$ cat src/font.hex
// One glyph per line, codes 0 to 15, columns 0 to 7 left to right
// Each word holds the upper page byte high and the lower page byte low
0000 F00F F81F 0C30 0C30 F81F F00F 0000 // 0
0000 0000 1030 1830 FC3F FC3F 0030 0000 // 1
0000 1838 1C3C 0C36 0C33 FC31 F830 0000 // 2
0000 1818 1C38 8C31 8C31 FC3F 781E 0000 // 3
0000 8003 E003 7803 FC3F FC3F 0003 0000 // 4
0000 FC19 FC39 CC30 CC30 CC3F 8C1F 0000 // 5
0000 F01F F83F CC30 CC30 CC3F 881F 0000 // 6
0000 0C00 0C38 0C3E 8C07 FC01 7C00 0000 // 7
0000 781E FC3F 8C31 8C31 FC3F 781E 0000 // 8
0000 F811 FC33 0C33 0C33 FC1F F80F 0000 // 9
0000 8001 8001 F00F F00F 8001 8001 0000 // +
0000 8001 8001 8001 8001 8001 8001 0000 // -
0000 300C 6006 C003 C003 6006 300C 0000 // x
0000 8001 8001 B00D B00D 8001 8001 0000 // /
0000 0000 0000 0000 0000 0000 0000 0000 // blank
0000 0000 0000 0000 0000 0000 0000 0000 // blank
$ cat src/source/lcdPkg.sv
package lcdPkg;

  localparam int Columns = 64;  // Per chip half
  localparam int Pages = 8;
  localparam int ExprWidth = 12;  // Three glyph codes
  localparam int GlyphCols = 8;
  localparam int PosWidth = 9;
  localparam int UpperStart = 48;
  localparam int LowerStart = 64;
  localparam int WrapCol = 64;  // Lead at or past this refills
  localparam int Lanes = 3;

  typedef enum logic [7:0] {
    opDisplayOn = 8'h3F,
    opSetColumn = 8'h40,
    opStartLine = 8'hC0,
    opSetPage   = 8'hB8  // Page number in the low bits
  } lcdOpcode;

  typedef enum logic [2:0] {
    sInitOn,
    sInitColumn,
    sInitLine,
    sSetPage,
    sWriteColumn,
    sFrameGap
  } seqState;

  // 0-9 digits, 10-13 + - x /, 14-15 blank
  typedef logic [3:0] glyphCode;

  localparam logic [7:0] HeartUpper [GlyphCols] = '{
    8'hC0, 8'hE0, 8'hF0, 8'hE0, 8'hE0, 8'hF0, 8'hE0, 8'hC0
  };
  localparam logic [7:0] HeartLower [GlyphCols] = '{
    8'h01, 8'h03, 8'h07, 8'h0F, 8'h0F, 8'h07, 8'h03, 8'h01
  };

  function automatic logic [3:0] levelOf(input logic [6:0] score);
    logic [4:0] level;
    level = 5'(score / 7'd5) + 5'd1;
    if (level > 5'd9)
      level = 5'd9;  // Single digit on screen
    return level[3:0];
  endfunction

endpackage

$ cat src/source/glyphRom.sv
`timescale 1ns/1ps

module glyphRom (
  input  lcdPkg::glyphCode glyph,
  input  logic [2:0]       glyphCol,
  input  logic             lowerHalf,
  output logic [7:0]       pattern
);
  import lcdPkg::*;

  localparam int Entries = 16 * GlyphCols;

  logic [15:0] fontTable [Entries];
  logic [15:0] word;

  // One line per glyph, upper page byte in the high half
  initial
  begin
    $readmemh("/design/src/font.hex", fontTable);
  end

  assign word = fontTable[{glyph, glyphCol}];
  assign pattern = lowerHalf ? word[7:0] : word[15:8];

endmodule

$ cat src/source/exprLane.sv
`timescale 1ns/1ps

module exprLane #(
  parameter int LaneIndex = 0
) (
  input  logic                         CLK,
  input  logic                         RESET,
  input  logic [6:0]                   column,
  input  logic [2:0]                   page,
  input  logic                         step,
  input  logic                         shift,
  input  logic [lcdPkg::ExprWidth-1:0] leadExpr,
  input  logic [lcdPkg::ExprWidth-1:0] trailExpr,
  output logic                         hit,
  output lcdPkg::glyphCode             glyph,
  output logic [2:0]                   glyphCol,
  output logic                         atEdge
);
  import lcdPkg::*;

  localparam int Span = 3 * GlyphCols;
  localparam int MaxPos = 127 + GlyphCols;
  localparam glyphCode FirstBlank = 4'd14;

  logic [PosWidth-1:0] leadPos;
  logic [PosWidth-1:0] trailPos;
  logic [PosWidth-1:0] colPos;
  logic [PosWidth-1:0] leadOff;
  logic [PosWidth-1:0] trailOff;
  logic [PosWidth-1:0] offset;
  logic inLead;
  logic inTrail;
  logic owned;

  function automatic glyphCode nibbleAt(input logic [ExprWidth-1:0] expr,
                                        input logic [1:0] slot);
    case (slot)
      2'd0: return expr[11:8];  // Leftmost glyph
      2'd1: return expr[7:4];
      default: return expr[3:0];
    endcase
  endfunction

  assign colPos = PosWidth'(column);
  assign leadOff = colPos - leadPos;
  assign trailOff = colPos - trailPos;
  assign inLead = (colPos >= leadPos) && (leadOff < PosWidth'(Span));
  assign inTrail = (colPos >= trailPos) && (trailOff < PosWidth'(Span));
  assign owned = (page[2:1] == 2'(LaneIndex + 1));  // Two pages per lane

  assign offset = inLead ? leadOff : trailOff;
  assign glyph = inLead ? nibbleAt(leadExpr, offset[4:3]) : nibbleAt(trailExpr, offset[4:3]);
  assign glyphCol = offset[2:0];
  assign hit = owned && (inLead || inTrail) && (glyph < FirstBlank);
  assign atEdge = (leadPos >= PosWidth'(WrapCol));

  always_ff @(posedge CLK or negedge RESET)
  begin
    if (!RESET)
    begin
      leadPos <= PosWidth'(UpperStart);
      trailPos <= PosWidth'(LowerStart);
    end
    else if (shift)
    begin
      trailPos <= leadPos;  // Lead becomes the trailing expression
      leadPos <= '0;
    end
    else if (step)
    begin
      leadPos <= leadPos + 1'b1;
      trailPos <= trailPos + 1'b1;
    end
  end

  // Holds only while the sequencer refills at WrapCol
  posBound: assert property (@(posedge CLK) disable iff (!RESET)
    (leadPos <= PosWidth'(MaxPos)) && (trailPos <= PosWidth'(MaxPos)));

endmodule

$ cat src/source/frameSequencer.sv
`timescale 1ns/1ps

module frameSequencer #(
  parameter int ClkDivBits = 7,
  parameter int FrameGapTicks = 256
) (
  input  logic                     CLK,
  input  logic                     RESET,
  input  logic [6:0]               score,
  input  logic [lcdPkg::Lanes-1:0] atEdge,
  output logic [6:0]               column,
  output logic [2:0]               page,
  output logic                     step,
  output logic                     shift,
  output logic                     update,
  output lcdPkg::lcdOpcode         cmdByte,
  output logic                     dataMode,
  output logic                     load,
  output logic                     LCD_ENABLE,
  output logic                     LCD_CS1,
  output logic                     LCD_CS2,
  output logic                     LCD_RST
);
  import lcdPkg::*;

  localparam int GapBits = $clog2(FrameGapTicks + 1);
  localparam int TickCycles = 2 ** ClkDivBits;
  localparam logic [6:0] ClearCol = 7'd32;  // Renders blank on all pages before any step

  seqState state;
  logic [ClkDivBits-1:0] divCount;
  logic [1:0] phase;
  logic [6:0] colCount;
  logic [GapBits-1:0] gapCount;
  logic [2:0] frameCount;
  logic [2:0] nextFrame;
  logic [3:0] level;
  logic [1:0] rateBit;
  logic clearing;
  logic stepDone;
  logic tick;
  logic writeDone;
  logic lastCol;
  logic gapStart;

  assign tick = &divCount;
  assign writeDone = tick && (phase == 2'd2);
  assign lastCol = clearing ? (colCount == 7'(Columns - 1)) : (colCount == 7'(2 * Columns - 1));
  assign gapStart = writeDone && (state == sWriteColumn) && lastCol && !clearing
                    && (page == 3'(Pages - 1));

  assign level = levelOf(score);
  assign rateBit = (level >= 4'd4) ? 2'd0 : ((level == 4'd3) ? 2'd1 : 2'd2);
  assign nextFrame = frameCount + 3'd1;
  assign step = gapStart && nextFrame[rateBit];
  assign shift = stepDone && (|atEdge);  // Lanes have stepped by now
  assign update = shift;

  assign load = tick && (phase == 2'd0) && (state != sFrameGap);
  assign dataMode = (state == sWriteColumn);
  assign column = clearing ? ClearCol : colCount;

  always_comb
  begin
    case (state)
      sInitOn: cmdByte = opDisplayOn;
      sInitColumn: cmdByte = opSetColumn;
      sInitLine: cmdByte = opStartLine;
      default: cmdByte = opSetPage;
    endcase
  end

  always_ff @(posedge CLK or negedge RESET)
  begin
    if (!RESET)
    begin
      divCount <= '0;
      stepDone <= 1'b0;
    end
    else
    begin
      divCount <= divCount + 1'b1;
      stepDone <= step;
    end
  end

  // Each write: settle, enable high, enable low
  always_ff @(posedge CLK or negedge RESET)
  begin
    if (!RESET)
    begin
      state <= sInitOn;
      phase <= 2'd0;
      page <= 3'd0;
      colCount <= 7'd0;
      gapCount <= '0;
      frameCount <= 3'd0;
      clearing <= 1'b1;
      LCD_ENABLE <= 1'b0;
      LCD_CS1 <= 1'b1;
      LCD_CS2 <= 1'b1;
      LCD_RST <= 1'b0;
    end
    else if (tick)
    begin
      case (phase)
        2'd0:
        begin
          if (state == sFrameGap)
          begin
            if (gapCount == GapBits'(FrameGapTicks - 1))
            begin
              gapCount <= '0;
              state <= sSetPage;
            end
            else
              gapCount <= gapCount + 1'b1;
          end
          else
          begin
            phase <= 2'd1;
            LCD_RST <= 1'b1;
            if (dataMode && !clearing)
            begin
              LCD_CS1 <= (colCount < 7'(Columns));  // Left half
              LCD_CS2 <= (colCount >= 7'(Columns));
            end
            else
            begin
              LCD_CS1 <= 1'b1;
              LCD_CS2 <= 1'b1;
            end
          end
        end
        2'd1:
        begin
          LCD_ENABLE <= 1'b1;
          phase <= 2'd2;
        end
        default:
        begin
          LCD_ENABLE <= 1'b0;
          phase <= 2'd0;
          case (state)
            sInitOn: state <= sInitColumn;
            sInitColumn: state <= sInitLine;
            sInitLine: state <= sSetPage;
            sSetPage: state <= sWriteColumn;
            sWriteColumn:
            begin
              if (!lastCol)
                colCount <= colCount + 7'd1;
              else
              begin
                colCount <= 7'd0;
                page <= page + 3'd1;  // Wraps to 0 after the last page
                if (page != 3'(Pages - 1))
                  state <= sSetPage;
                else if (clearing)
                begin
                  clearing <= 1'b0;
                  state <= sSetPage;
                end
                else
                begin
                  state <= sFrameGap;
                  frameCount <= nextFrame[rateBit] ? 3'd0 : nextFrame;
                end
              end
            end
            default: state <= state;
          endcase
        end
      endcase
    end
  end

  enableOneTick: assert property (@(posedge CLK) disable iff (!RESET)
    (tick && LCD_ENABLE) |-> !$past(LCD_ENABLE, TickCycles));

  // Refill only right after the step that brought a lead to the edge
  shiftAfterStep: assert property (@(posedge CLK) disable iff (!RESET)
    shift |-> $past(step && !(|atEdge)));

endmodule

$ cat src/source/pixelComposer.sv
`timescale 1ns/1ps

module pixelComposer (
  input  logic                                 CLK,
  input  logic                                 RESET,
  input  lcdPkg::lcdOpcode                     cmdByte,
  input  logic                                 dataMode,
  input  logic                                 load,
  input  logic [2:0]                           page,
  input  logic [6:0]                           column,
  input  logic [6:0]                           score,
  input  logic [2:0]                           Life,
  input  logic [lcdPkg::Lanes-1:0]             laneHit,
  input  lcdPkg::glyphCode [lcdPkg::Lanes-1:0] laneGlyph,
  input  logic [lcdPkg::Lanes-1:0][2:0]        laneGlyphCol,
  output logic [7:0]                           LCD_DATA,
  output logic                                 LCD_DI,
  output logic                                 LCD_RW
);
  import lcdPkg::*;

  localparam logic [7:0] DigitCol = 8'd24;
  localparam logic [7:0] HeartCol = 8'd80;

  logic statusRow;
  logic [7:0] colWide;
  logic inDigit;
  logic inHeart;
  logic [7:0] heartByte;
  logic selHit;
  glyphCode selGlyph;
  logic [2:0] selCol;
  glyphCode romGlyph;
  logic [2:0] romCol;
  logic [7:0] romByte;
  logic [7:0] pixelByte;
  logic [7:0] cmdFull;

  assign statusRow = (page < 3'd2);
  assign colWide = {1'b0, column};
  assign inDigit = (colWide >= DigitCol) && (colWide < DigitCol + 8'(GlyphCols));
  assign inHeart = (colWide >= HeartCol) && (colWide < HeartCol + {2'b00, Life, 3'b000});
  assign heartByte = page[0] ? HeartLower[column[2:0]] : HeartUpper[column[2:0]];

  // Owning lane of the current page
  always_comb
  begin
    selHit = 1'b0;
    selGlyph = laneGlyph[0];
    selCol = laneGlyphCol[0];
    for (int k = 0; k < Lanes; k++)
    begin
      if (page[2:1] == 2'(k + 1))
      begin
        selHit = laneHit[k];
        selGlyph = laneGlyph[k];
        selCol = laneGlyphCol[k];
      end
    end
  end

  assign romGlyph = statusRow ? levelOf(score) : selGlyph;
  assign romCol = statusRow ? column[2:0] : selCol;  // Status items start on 8-column borders

  glyphRom i_glyphRom (
    .glyph(romGlyph),
    .glyphCol(romCol),
    .lowerHalf(page[0]),
    .pattern(romByte)
  );

  always_comb
  begin
    if (statusRow)
      pixelByte = inDigit ? romByte : (inHeart ? heartByte : 8'h00);
    else
      pixelByte = selHit ? romByte : 8'h00;
  end

  assign cmdFull = (cmdByte == opSetPage) ? (cmdByte | {5'b00000, page}) : cmdByte;
  assign LCD_RW = 1'b0;  // Write-only panel

  always_ff @(posedge CLK or negedge RESET)
  begin
    if (!RESET)
    begin
      LCD_DATA <= 8'h00;
      LCD_DI <= 1'b0;
    end
    else if (load)
    begin
      LCD_DATA <= dataMode ? pixelByte : cmdFull;
      LCD_DI <= dataMode;
    end
  end

endmodule

$ cat src/source/lcdTop.sv
`timescale 1ns/1ps

module lcdTop #(
  parameter int ClkDivBits = 7,
  parameter int FrameGapTicks = 256
) (
  input  logic                         CLK,
  input  logic                         RESET,
  input  logic [lcdPkg::ExprWidth-1:0] exp1,
  input  logic [lcdPkg::ExprWidth-1:0] exp2,
  input  logic [lcdPkg::ExprWidth-1:0] exp3,
  input  logic [lcdPkg::ExprWidth-1:0] exp4,
  input  logic [lcdPkg::ExprWidth-1:0] exp5,
  input  logic [lcdPkg::ExprWidth-1:0] exp6,
  input  logic [6:0]                   score,
  input  logic [2:0]                   Life,
  output logic                         LCD_ENABLE,
  output logic                         LCD_RW,
  output logic                         LCD_DI,
  output logic                         LCD_CS1,
  output logic                         LCD_CS2,
  output logic                         LCD_RST,
  output logic [7:0]                   LCD_DATA,
  output logic                         update
);
  import lcdPkg::*;

  logic [6:0] column;
  logic [2:0] page;
  logic step;
  logic shift;
  lcdOpcode cmdByte;
  logic dataMode;
  logic load;
  logic [Lanes-1:0] atEdge;
  logic [Lanes-1:0] laneHit;
  glyphCode [Lanes-1:0] laneGlyph;
  logic [Lanes-1:0][2:0] laneGlyphCol;
  wire [Lanes-1:0][ExprWidth-1:0] leadExpr = {exp3, exp2, exp1};
  wire [Lanes-1:0][ExprWidth-1:0] trailExpr = {exp6, exp5, exp4};

  frameSequencer #(
    .ClkDivBits(ClkDivBits),
    .FrameGapTicks(FrameGapTicks)
  ) i_frameSequencer (
    .CLK(CLK),
    .RESET(RESET),
    .score(score),
    .atEdge(atEdge),
    .column(column),
    .page(page),
    .step(step),
    .shift(shift),
    .update(update),
    .cmdByte(cmdByte),
    .dataMode(dataMode),
    .load(load),
    .LCD_ENABLE(LCD_ENABLE),
    .LCD_CS1(LCD_CS1),
    .LCD_CS2(LCD_CS2),
    .LCD_RST(LCD_RST)
  );

  for (genvar k = 0; k < Lanes; k++)
  begin : g_lane
    exprLane #(
      .LaneIndex(k)
    ) i_exprLane (
      .CLK(CLK),
      .RESET(RESET),
      .column(column),
      .page(page),
      .step(step),
      .shift(shift),
      .leadExpr(leadExpr[k]),
      .trailExpr(trailExpr[k]),
      .hit(laneHit[k]),
      .glyph(laneGlyph[k]),
      .glyphCol(laneGlyphCol[k]),
      .atEdge(atEdge[k])
    );
  end

  pixelComposer i_pixelComposer (
    .CLK(CLK),
    .RESET(RESET),
    .cmdByte(cmdByte),
    .dataMode(dataMode),
    .load(load),
    .page(page),
    .column(column),
    .score(score),
    .Life(Life),
    .laneHit(laneHit),
    .laneGlyph(laneGlyph),
    .laneGlyphCol(laneGlyphCol),
    .LCD_DATA(LCD_DATA),
    .LCD_DI(LCD_DI),
    .LCD_RW(LCD_RW)
  );

endmodule

$ cat config.mk
export PLATFORM = sky130hd
export DESIGN_NAME = lcdTop
export DESIGN_NICKNAME = d
export VERILOG_FILES = /design/src/source/lcdPkg.sv /design/src/source/glyphRom.sv /design/src/source/exprLane.sv /design/src/source/frameSequencer.sv /design/src/source/pixelComposer.sv /design/src/source/lcdTop.sv
export SDC_FILE = /design/constraint.sdc
export NUM_CORES = 1
export LEC_CHECK = 0
export BUFFER_PORTS_ARGS = -buffer_cell sky130_fd_sc_hd__buf_2
export CORE_MARGIN = 2
export CORE_UTILIZATION = 41
export DETAILED_ROUTE_END_ITERATION = 12
export PLACE_DENSITY = 0.71
export RECOVER_POWER = 100
export SLEW_MARGIN = 20
export SYNTH_ARGS = -nofsm -noshare
export SYNTH_HDL_FRONTEND = slang
export SYNTH_SLANG_ARGS = --single-unit
$ cat constraint.sdc
create_clock -name CLK -period 3.2 [get_ports CLK]
set_input_delay 0.16 -clock CLK [delete_from_list [all_inputs] [get_ports CLK]]
set_output_delay 0.16 -clock CLK [all_outputs]
set_load 0.05 [all_outputs]
==> results of run 1 <==
[flip-flops by register name, summed over array words and instances, names as in the netlist, 2 cells and up]
register,cells
i_frameSequencer.page,3
i_frameSequencer.frameCount,3
i_frameSequencer.divCount,7
i_frameSequencer.gapCount,9
i_frameSequencer.state,3
i_pixelComposer.LCD_DATA,8
i_frameSequencer.phase,2
i_frameSequencer.colCount,7
g_lane.i_exprLane.leadPos,27
[how the worst max path moves through the flow]
| stage | start | end | slack (ps) | depth (start not counted) |
|---|---|---|---|---|
| 2_1_floorplan | score[3] | g_lane[1].i_exprLane.leadPos[8] | -80 | 14 |
| 3_3_place_gp | score[6] | g_lane[0].i_exprLane.leadPos[2] | -270 | 15 |
| 3_5_place_dp | score[5] | g_lane[1].i_exprLane.leadPos[8] | -390 | 14 |
| 4_1_cts | score[4] | g_lane[1].i_exprLane.leadPos[8] | -5 | 15 |
| 5_1_grt | score[6] | g_lane[1].i_exprLane.leadPos[8] | -200 | 14 |
| 6_report | score[6] | g_lane[1].i_exprLane.leadPos[8] | -40 | 14 |
[cell usage in the layout, fill, tap and decap left out, drive strengths merged, types with 5 or more instances in the layout]
cell type / n
a21oi: 33
dfstp: 9
nor2b: 5
nand2b: 9
dfrtp: 67
mux2: 10
nand4: 13
ha: 17
a21o: 6
nor2: 61
buf: 46
clkbuf: 32
inv: 23
nor3: 5
nor4b: 5
o21ai: 23
nand2: 39
mux2i: 5
xnor2: 25
and3: 10
o31ai: 7
nand3: 27
[power by group through the flow]
stage / Sequential, mW / Combinational, mW / Clock, mW
after floorplan: 1.02 / 0.132 / 0
after global placement: 1.03 / 0.188 / 0
after detailed placement: 1.03 / 0.199 / 0
after CTS: 1.01 / 0.213 / 0.882
after global routing: 1.02 / 0.251 / 0.920
final: 1.01 / 0.228 / 0.849
[worst max-delay path, delay by kind of cell]
kind	cells	cell delay (ps)
adder cells (fa/ha/maj)	1	190
AND/OR/NAND/NOR	5	1340
buffers and inverters	1	100
AO/OA/AOI/OAI	7	1720
[stage by stage]
step	util (%)	cells	setup TNS (ps)
finish	51.0	695	-116
CTS	49.8	688	-4.63
global placement	46.9	670	-5110
floorplan	-	495	-291
global route	51.0	695	-3210
detailed placement	46.9	670	-8440
[timing repair]
| item | 4_1_cts | 5_1_grt |
|---|---|---|
| hold buffers | 1 | 0 |
| pin swaps | 2 | 7 |
| gates cloned | 0 | 1 |
| gates resized for setup | 11 | 27 |
| setup buffers | 1 | 6 |
| endpoints found under the hold margin | 23 | 0 |
| endpoints found under the setup margin | 4 | 27 |
[layout make-up]
type | instances | area [um^2]
clock buffers | 13 | 169
clock inverters | 3 | 67.6
fillers | 1005 | 5260
inverters | 22 | 90.1
multi-input cells | 374 | 2620
flip-flops and latches | 76 | 1910
well taps | 140 | 175
repair buffers | 66 | 439
repair inverters | 1 | 6.26
[metal layers]
layer / GRT usage (%) / share of wire [%] / wire (um) / up-vias
met2: 29.5 / 50 / 5040 / 44
met5: 0 / 0 / 0 / -
met4: 4.21 / 0.67 / 67 / 0
met1: 23.6 / 46 / 4670 / 1891
li1: - / - / - / 1884
met3: 4.42 / 2.8 / 285 / 8
[cells by family after synthesis]
group	Yosys count	synth area share [%]
multiplexers	15	3.70
flip-flops	76	42.6
XOR/XNOR	29	5.65
buffers and inverters	45	4.18
adder cells (fa/ha/maj)	18	4.96
AND/OR/NAND/NOR	201	22.7
other	1	0.0835
AO/OA/AOI/OAI	110	16.1
==> results.yml, run 1 <==
final_layout:
  final_layout_size_suffix_gt1_share_pct: 22.9
  diodes: 0
  area.growth.synth_to_final_pct: 22.0
  fin_area_mm2: 0.00548
  nets: 651
pwr:
  p_clk_share_pct: 40.6
  power.switching_mw: 0.493
  pwr-share-seq_pct: 48.5
  power_mw: 2.09
  p_per_area_mw_per_mm2: 382
  p_int_mw: 1.60
  pwr-share-comb_pct: 10.9
  p_leak_nw: 2.41
  ir_drop_v: 0.000226
  p_sw_share_pct: 23.6
clock_tree:
  root_buffer: "clkbuf_8"
  cts_buffer_depth: 2
  cts.sinks: 76
  cts_tree: "built"
  clk_latency_ps: 350
  cts_max_level: 3
  numCtsBuffers: 9
  clkTransAtPathRegs_ps: 80
logic_synthesis:
  syn_nets: 596
  synthDominantCellAreaShare_pct: 37.3
  synth_edf_count: 0
  synthCells: 495
  syn_avg_cell_area_um2: 9.07
  yosys.area.top_type: "dfrtp_1"
  synthTopCellsByCount: "dfrtp_1 (67), nor2_1 (61), nand2_1 (39)"
  ys_seq_elements: 76
  synth.area.top_cells: "dfrtp_1 (37%), dfstp_2 (5.3%), nor2_1 (5.1%)"
  syn-cell-area_mm2: 0.00449
  yosys_most_used_dff: "dfrtp_1"
  yosysMostFrequentCell: "dfrtp_1"
  seq_area_frac_synth_pct: 42.6
  ys_warn_count: 0
  yosysUniqueCellTypes: 65
  async_flop_share_pct: 100
detailed_routing:
  antenna_left: 0
  drt-vias-per-instance: 5.51
  vias: 3827
  drc: 0
  wl_um: 10100
  wl_per_cell_um: 14.5
  drt_iter0_markers: 210
  first_pass_iters: 4
worst_hold_path:
  hold_depth: 1
  holdCritStartpoint: "i_frameSequencer.divCount[0]"
  min_to: "i_frameSequencer.divCount[0]"
  hold_path.class: "reg2reg"
floorplanning:
  dieArea_mm2: 0.0118
  start_util_pct: 41.8
  die_w_um: 109
  rows: 38
  core_mm2: 0.0107
  fp.dieH_um: 109
  io_pins: 99
setup_path:
  path_cells: "buf_8 > or2b_1 > a32oi_2 > a32oi_1 > o2111a_1 > or3_4 > ha_4 > a221o_1 > a211oi_4 > nand2_1 > a2111o_1 > and2_4 > or4_4 > a21oi_2"
  cp_slowest_cell: "or4_4"
  path_class: "in2reg"
  ff2ff_setup_slack_ps: 70
  timing.rr.end: "g_lane[1].i_exprLane.leadPos[8]"
  r2r_start: "i_frameSequencer.clearing"
  required_ps: 3470
  worstPathArrival_ps: 3510
  start_kind: "primary input"
  rr_worst_depth: 9
  slowest_delay_ps: 410
  path_max_fanout: 6
  endpoint_kind: "flip-flop"
run_status:
  failed_checks: "max-capacitance violations, max-slew violations, negative setup slack"
  outcome: "finished with violations"
timing:
  slew_headroom_pct: -23.4
  hold_ws_ps: 450
  fin_crit_sh_pct: 101
  drv_slew: 77
  fin_ws_ps: -44.7
  grt_setup_unrepaired: "yes"
  finalSetupViolCount: 5
  worst_pin_slew_ps: 1850
  skew_ps: 8.84
  fmax_ghz: 0.308
  hold_viol_final: 0
  period_needed_ps: 3240
placed_design:
  dp_hpwl_um: 6910
  dpl_cell_area_mm2: 0.00504
  placement.io_buffers: 25
  preCtsSetupSlack_ps: -389
  gp_congestion: 0.804
grt:
  grt_pass1_wl_um: 17000
  gr-total-overflow: 0
  grt_usage_pct: 17.8
  antenna_found_initial: 0
  grt_pass1_vias: 3663
  grt_max_degree: 77
flow_run:
  cap_violations: 1
Note: power is estimated with default switching activity, not from simulation.
==> run 2: changes to the inputs <==
Settings changed: PLACE_DENSITY 0.71 to 0.66, SYNTH_HIERARCHICAL from default to 1.
==> results.yml, run 2 <==
logic_synthesis:
  syn_avg_cell_area_um2: 8.68
  ys_warn_count: 6
  syn-cell-area_mm2: 0.00847
  synthCells: 975
pwr:
  p_int_mw: 2.13
  pwr-share-comb_pct: 13.1
  p_leak_nw: 4.65
  p_clk_share_pct: 40.5
  p_sw_share_pct: 25.4
  pwr-share-seq_pct: 46.4
  ir_drop_v: 0.000240
  p_per_area_mw_per_mm2: 278
  power.switching_mw: 0.724
clock_tree:
  clk_latency_ps: 360
  cts.sinks: 103
  numCtsBuffers: 9
  clkTransAtPathRegs_ps: 70
  root_buffer: "clkbuf_16"
  cts_tree: "built"
  cts_max_level: 3
  cts_buffer_depth: 2
grt:
  antenna_found_initial: 0
  gr-total-overflow: 0
  grt_max_degree: 64
  grt_pass1_vias: 7019
  grt_usage_pct: 19.0
  grt_pass1_wl_um: 33900
floorplanning:
  start_util_pct: 41.8
  core_mm2: 0.0202
  io_pins: 99
  die_w_um: 148
  dieArea_mm2: 0.0218
  fp.dieH_um: 148
  rows: 52
timing:
  skew_ps: 10.3
  slew_headroom_pct: -9.12
  drv_slew: 64
  hold_ws_ps: 457
  period_needed_ps: 4030
  final.setup.tns_ps: -36540
  hold_viol_final: 0
  finalSetupViolCount: 55
  grt_setup_unrepaired: "yes"
  fmax_ghz: 0.248
  worst_pin_slew_ps: 1640
  fin_crit_sh_pct: 126
  fin_ws_ps: -832
final_layout:
  fin_area_mm2: 0.0103
  diodes: 0
  largestRegisters: "g_lane.i_exprLane/leadPos: 27 flops, g_lane.i_exprLane/trailPos: 27 flops, i_frameSequencer/gapCount: 9 flops"
  final_cell_mix: "nand2_1 (100), dfrtp_1 (91), nor2_1 (74)"
  nets: 1257
  fin_util_pct: 50.7
  final_layout_size_suffix_gt1_share_pct: 25.5
  final_common_cell: "nand2_1"
  area.growth.synth_to_final_pct: 21.1
  fillCellCount: 1899
flow_run:
  cap_violations: 1
detailed_routing:
  wl_per_cell_um: 14.8
  drt_iter0_markers: 437
  wl_um: 20400
  vias: 7210
  drt-vias-per-instance: 5.23
  drc: 0
  antenna_left: 0
  first_pass_iters: 5
run_status:
  outcome: "finished with violations"
  failed_checks: "max-capacitance violations, max-slew violations, negative setup slack"
setup_path:
  rr_worst_depth: 12
  ff2ff_setup_slack_ps: 260
  start_kind: "primary input"
  endpoint_kind: "flip-flop"
  path_max_fanout: 4
  required_ps: 3490
  worstPathArrival_ps: 4320
  path_class: "in2reg"
placed_design:
  placement.io_buffers: 79
  dp_hpwl_um: 15000
  gp_congestion: 0.844
  dpl_cell_area_mm2: 0.00950
worst_hold_path:
  hold_depth: 1
  hold_path.class: "reg2reg"
run 2: cell count changes in the layout (fill, tap and decap cells not counted), moves of 25 or more:
cell / before / now
mux2i_1: 5 / 30
ha_1: 16 / 61
o21ai_1: 0 / 25
o21ai_0: 22 / 57
nand2_1: 39 / 100
buf_2: 8 / 63
inv_1: 21 / 68
run 2: worst paths after layout:
path	startpoint	to
setup / recovery	score[5]	g_lane[0].i_exprLane/leadPos[7]
hold / removal	i_frameSequencer/divCount[0]	i_frameSequencer/divCount[0]
setup reg to reg	i_frameSequencer/clearing	g_lane[0].i_exprLane/leadPos[7]
hold reg to reg	i_frameSequencer/divCount[0]	i_frameSequencer/divCount[0]
max in group asynchronous	RESET	g_lane[2].i_exprLane/trailPos[2]
min in group asynchronous	RESET	g_lane[0].i_exprLane/trailPos[8]
run 2: routing by layer:
metal	global-route usage, %	part of all wire [%]
met2	32.7	48
met4	4.52	1.6
met1	25.1	47
met3	3.06	3.7
met5	0	0
run 2: power by group through the flow:
stage,Sequential (mW),Combinational [mW],Clock (mW)
6_report,1.32,0.373,1.16
4_1_cts,1.32,0.358,1.19
3_3_place_gp,1.35,0.336,0
2_1_floorplan,1.34,0.199,0
3_5_place_dp,1.35,0.343,0
5_1_grt,1.32,0.416,1.23
run 2: metrics by stage:
step | power [mW] | std cells | setup WS (ps)
floorplan | 1.54 | 982 | -1210
global placement | 1.68 | 1343 | -1280
detailed placement | 1.69 | 1343 | -1380
CTS | 2.87 | 1369 | -815
global route | 2.97 | 1378 | -1030
finish | 2.85 | 1378 | -832
run 2: final cells by class:
class | count | area [um^2] | area share, %
Timing Repair Buffer | 160 | 1100 | 10.8
Tap cell | 270 | 338 | 3.30
Sequential cell | 103 | 2590 | 25.3
Clock buffer | 11 | 233 | 2.27
Multi-Input combinational cell | 758 | 5640 | 55.0
Inverter | 71 | 274 | 2.67
Clock inverter | 5 | 70.1 | 0.683
run 2: what timing repair did:
item	4_1_cts	5_1_grt
pin swaps	11	24
resized for setup	31	50
hold buffers	1	0
setup buffers	8	9
setup endpoints to repair	56	58
cloned	2	0
hold endpoints to repair	52	0
run 2: worst max-delay path, stage by stage:
cell and delay, ps:
buf_8 110, inv_8 50, ha_4 100, or3b_4 360, o311a_1 310, a211oi_2 260, nor2_4 50, or3_1 360
a211oi_2 210, nor3_2 80, or2b_4 220, ha_4 140, o2111ai_2 120, nor3b_2 170, o21a_2 160, a211oi_2 50
o21ai_2 160, nor3b_4 250, buf_6 160, o21ai_2 60, nor4_2 210, buf_4 180, nand4_1 80, xor2_1 170
nor2_1 110
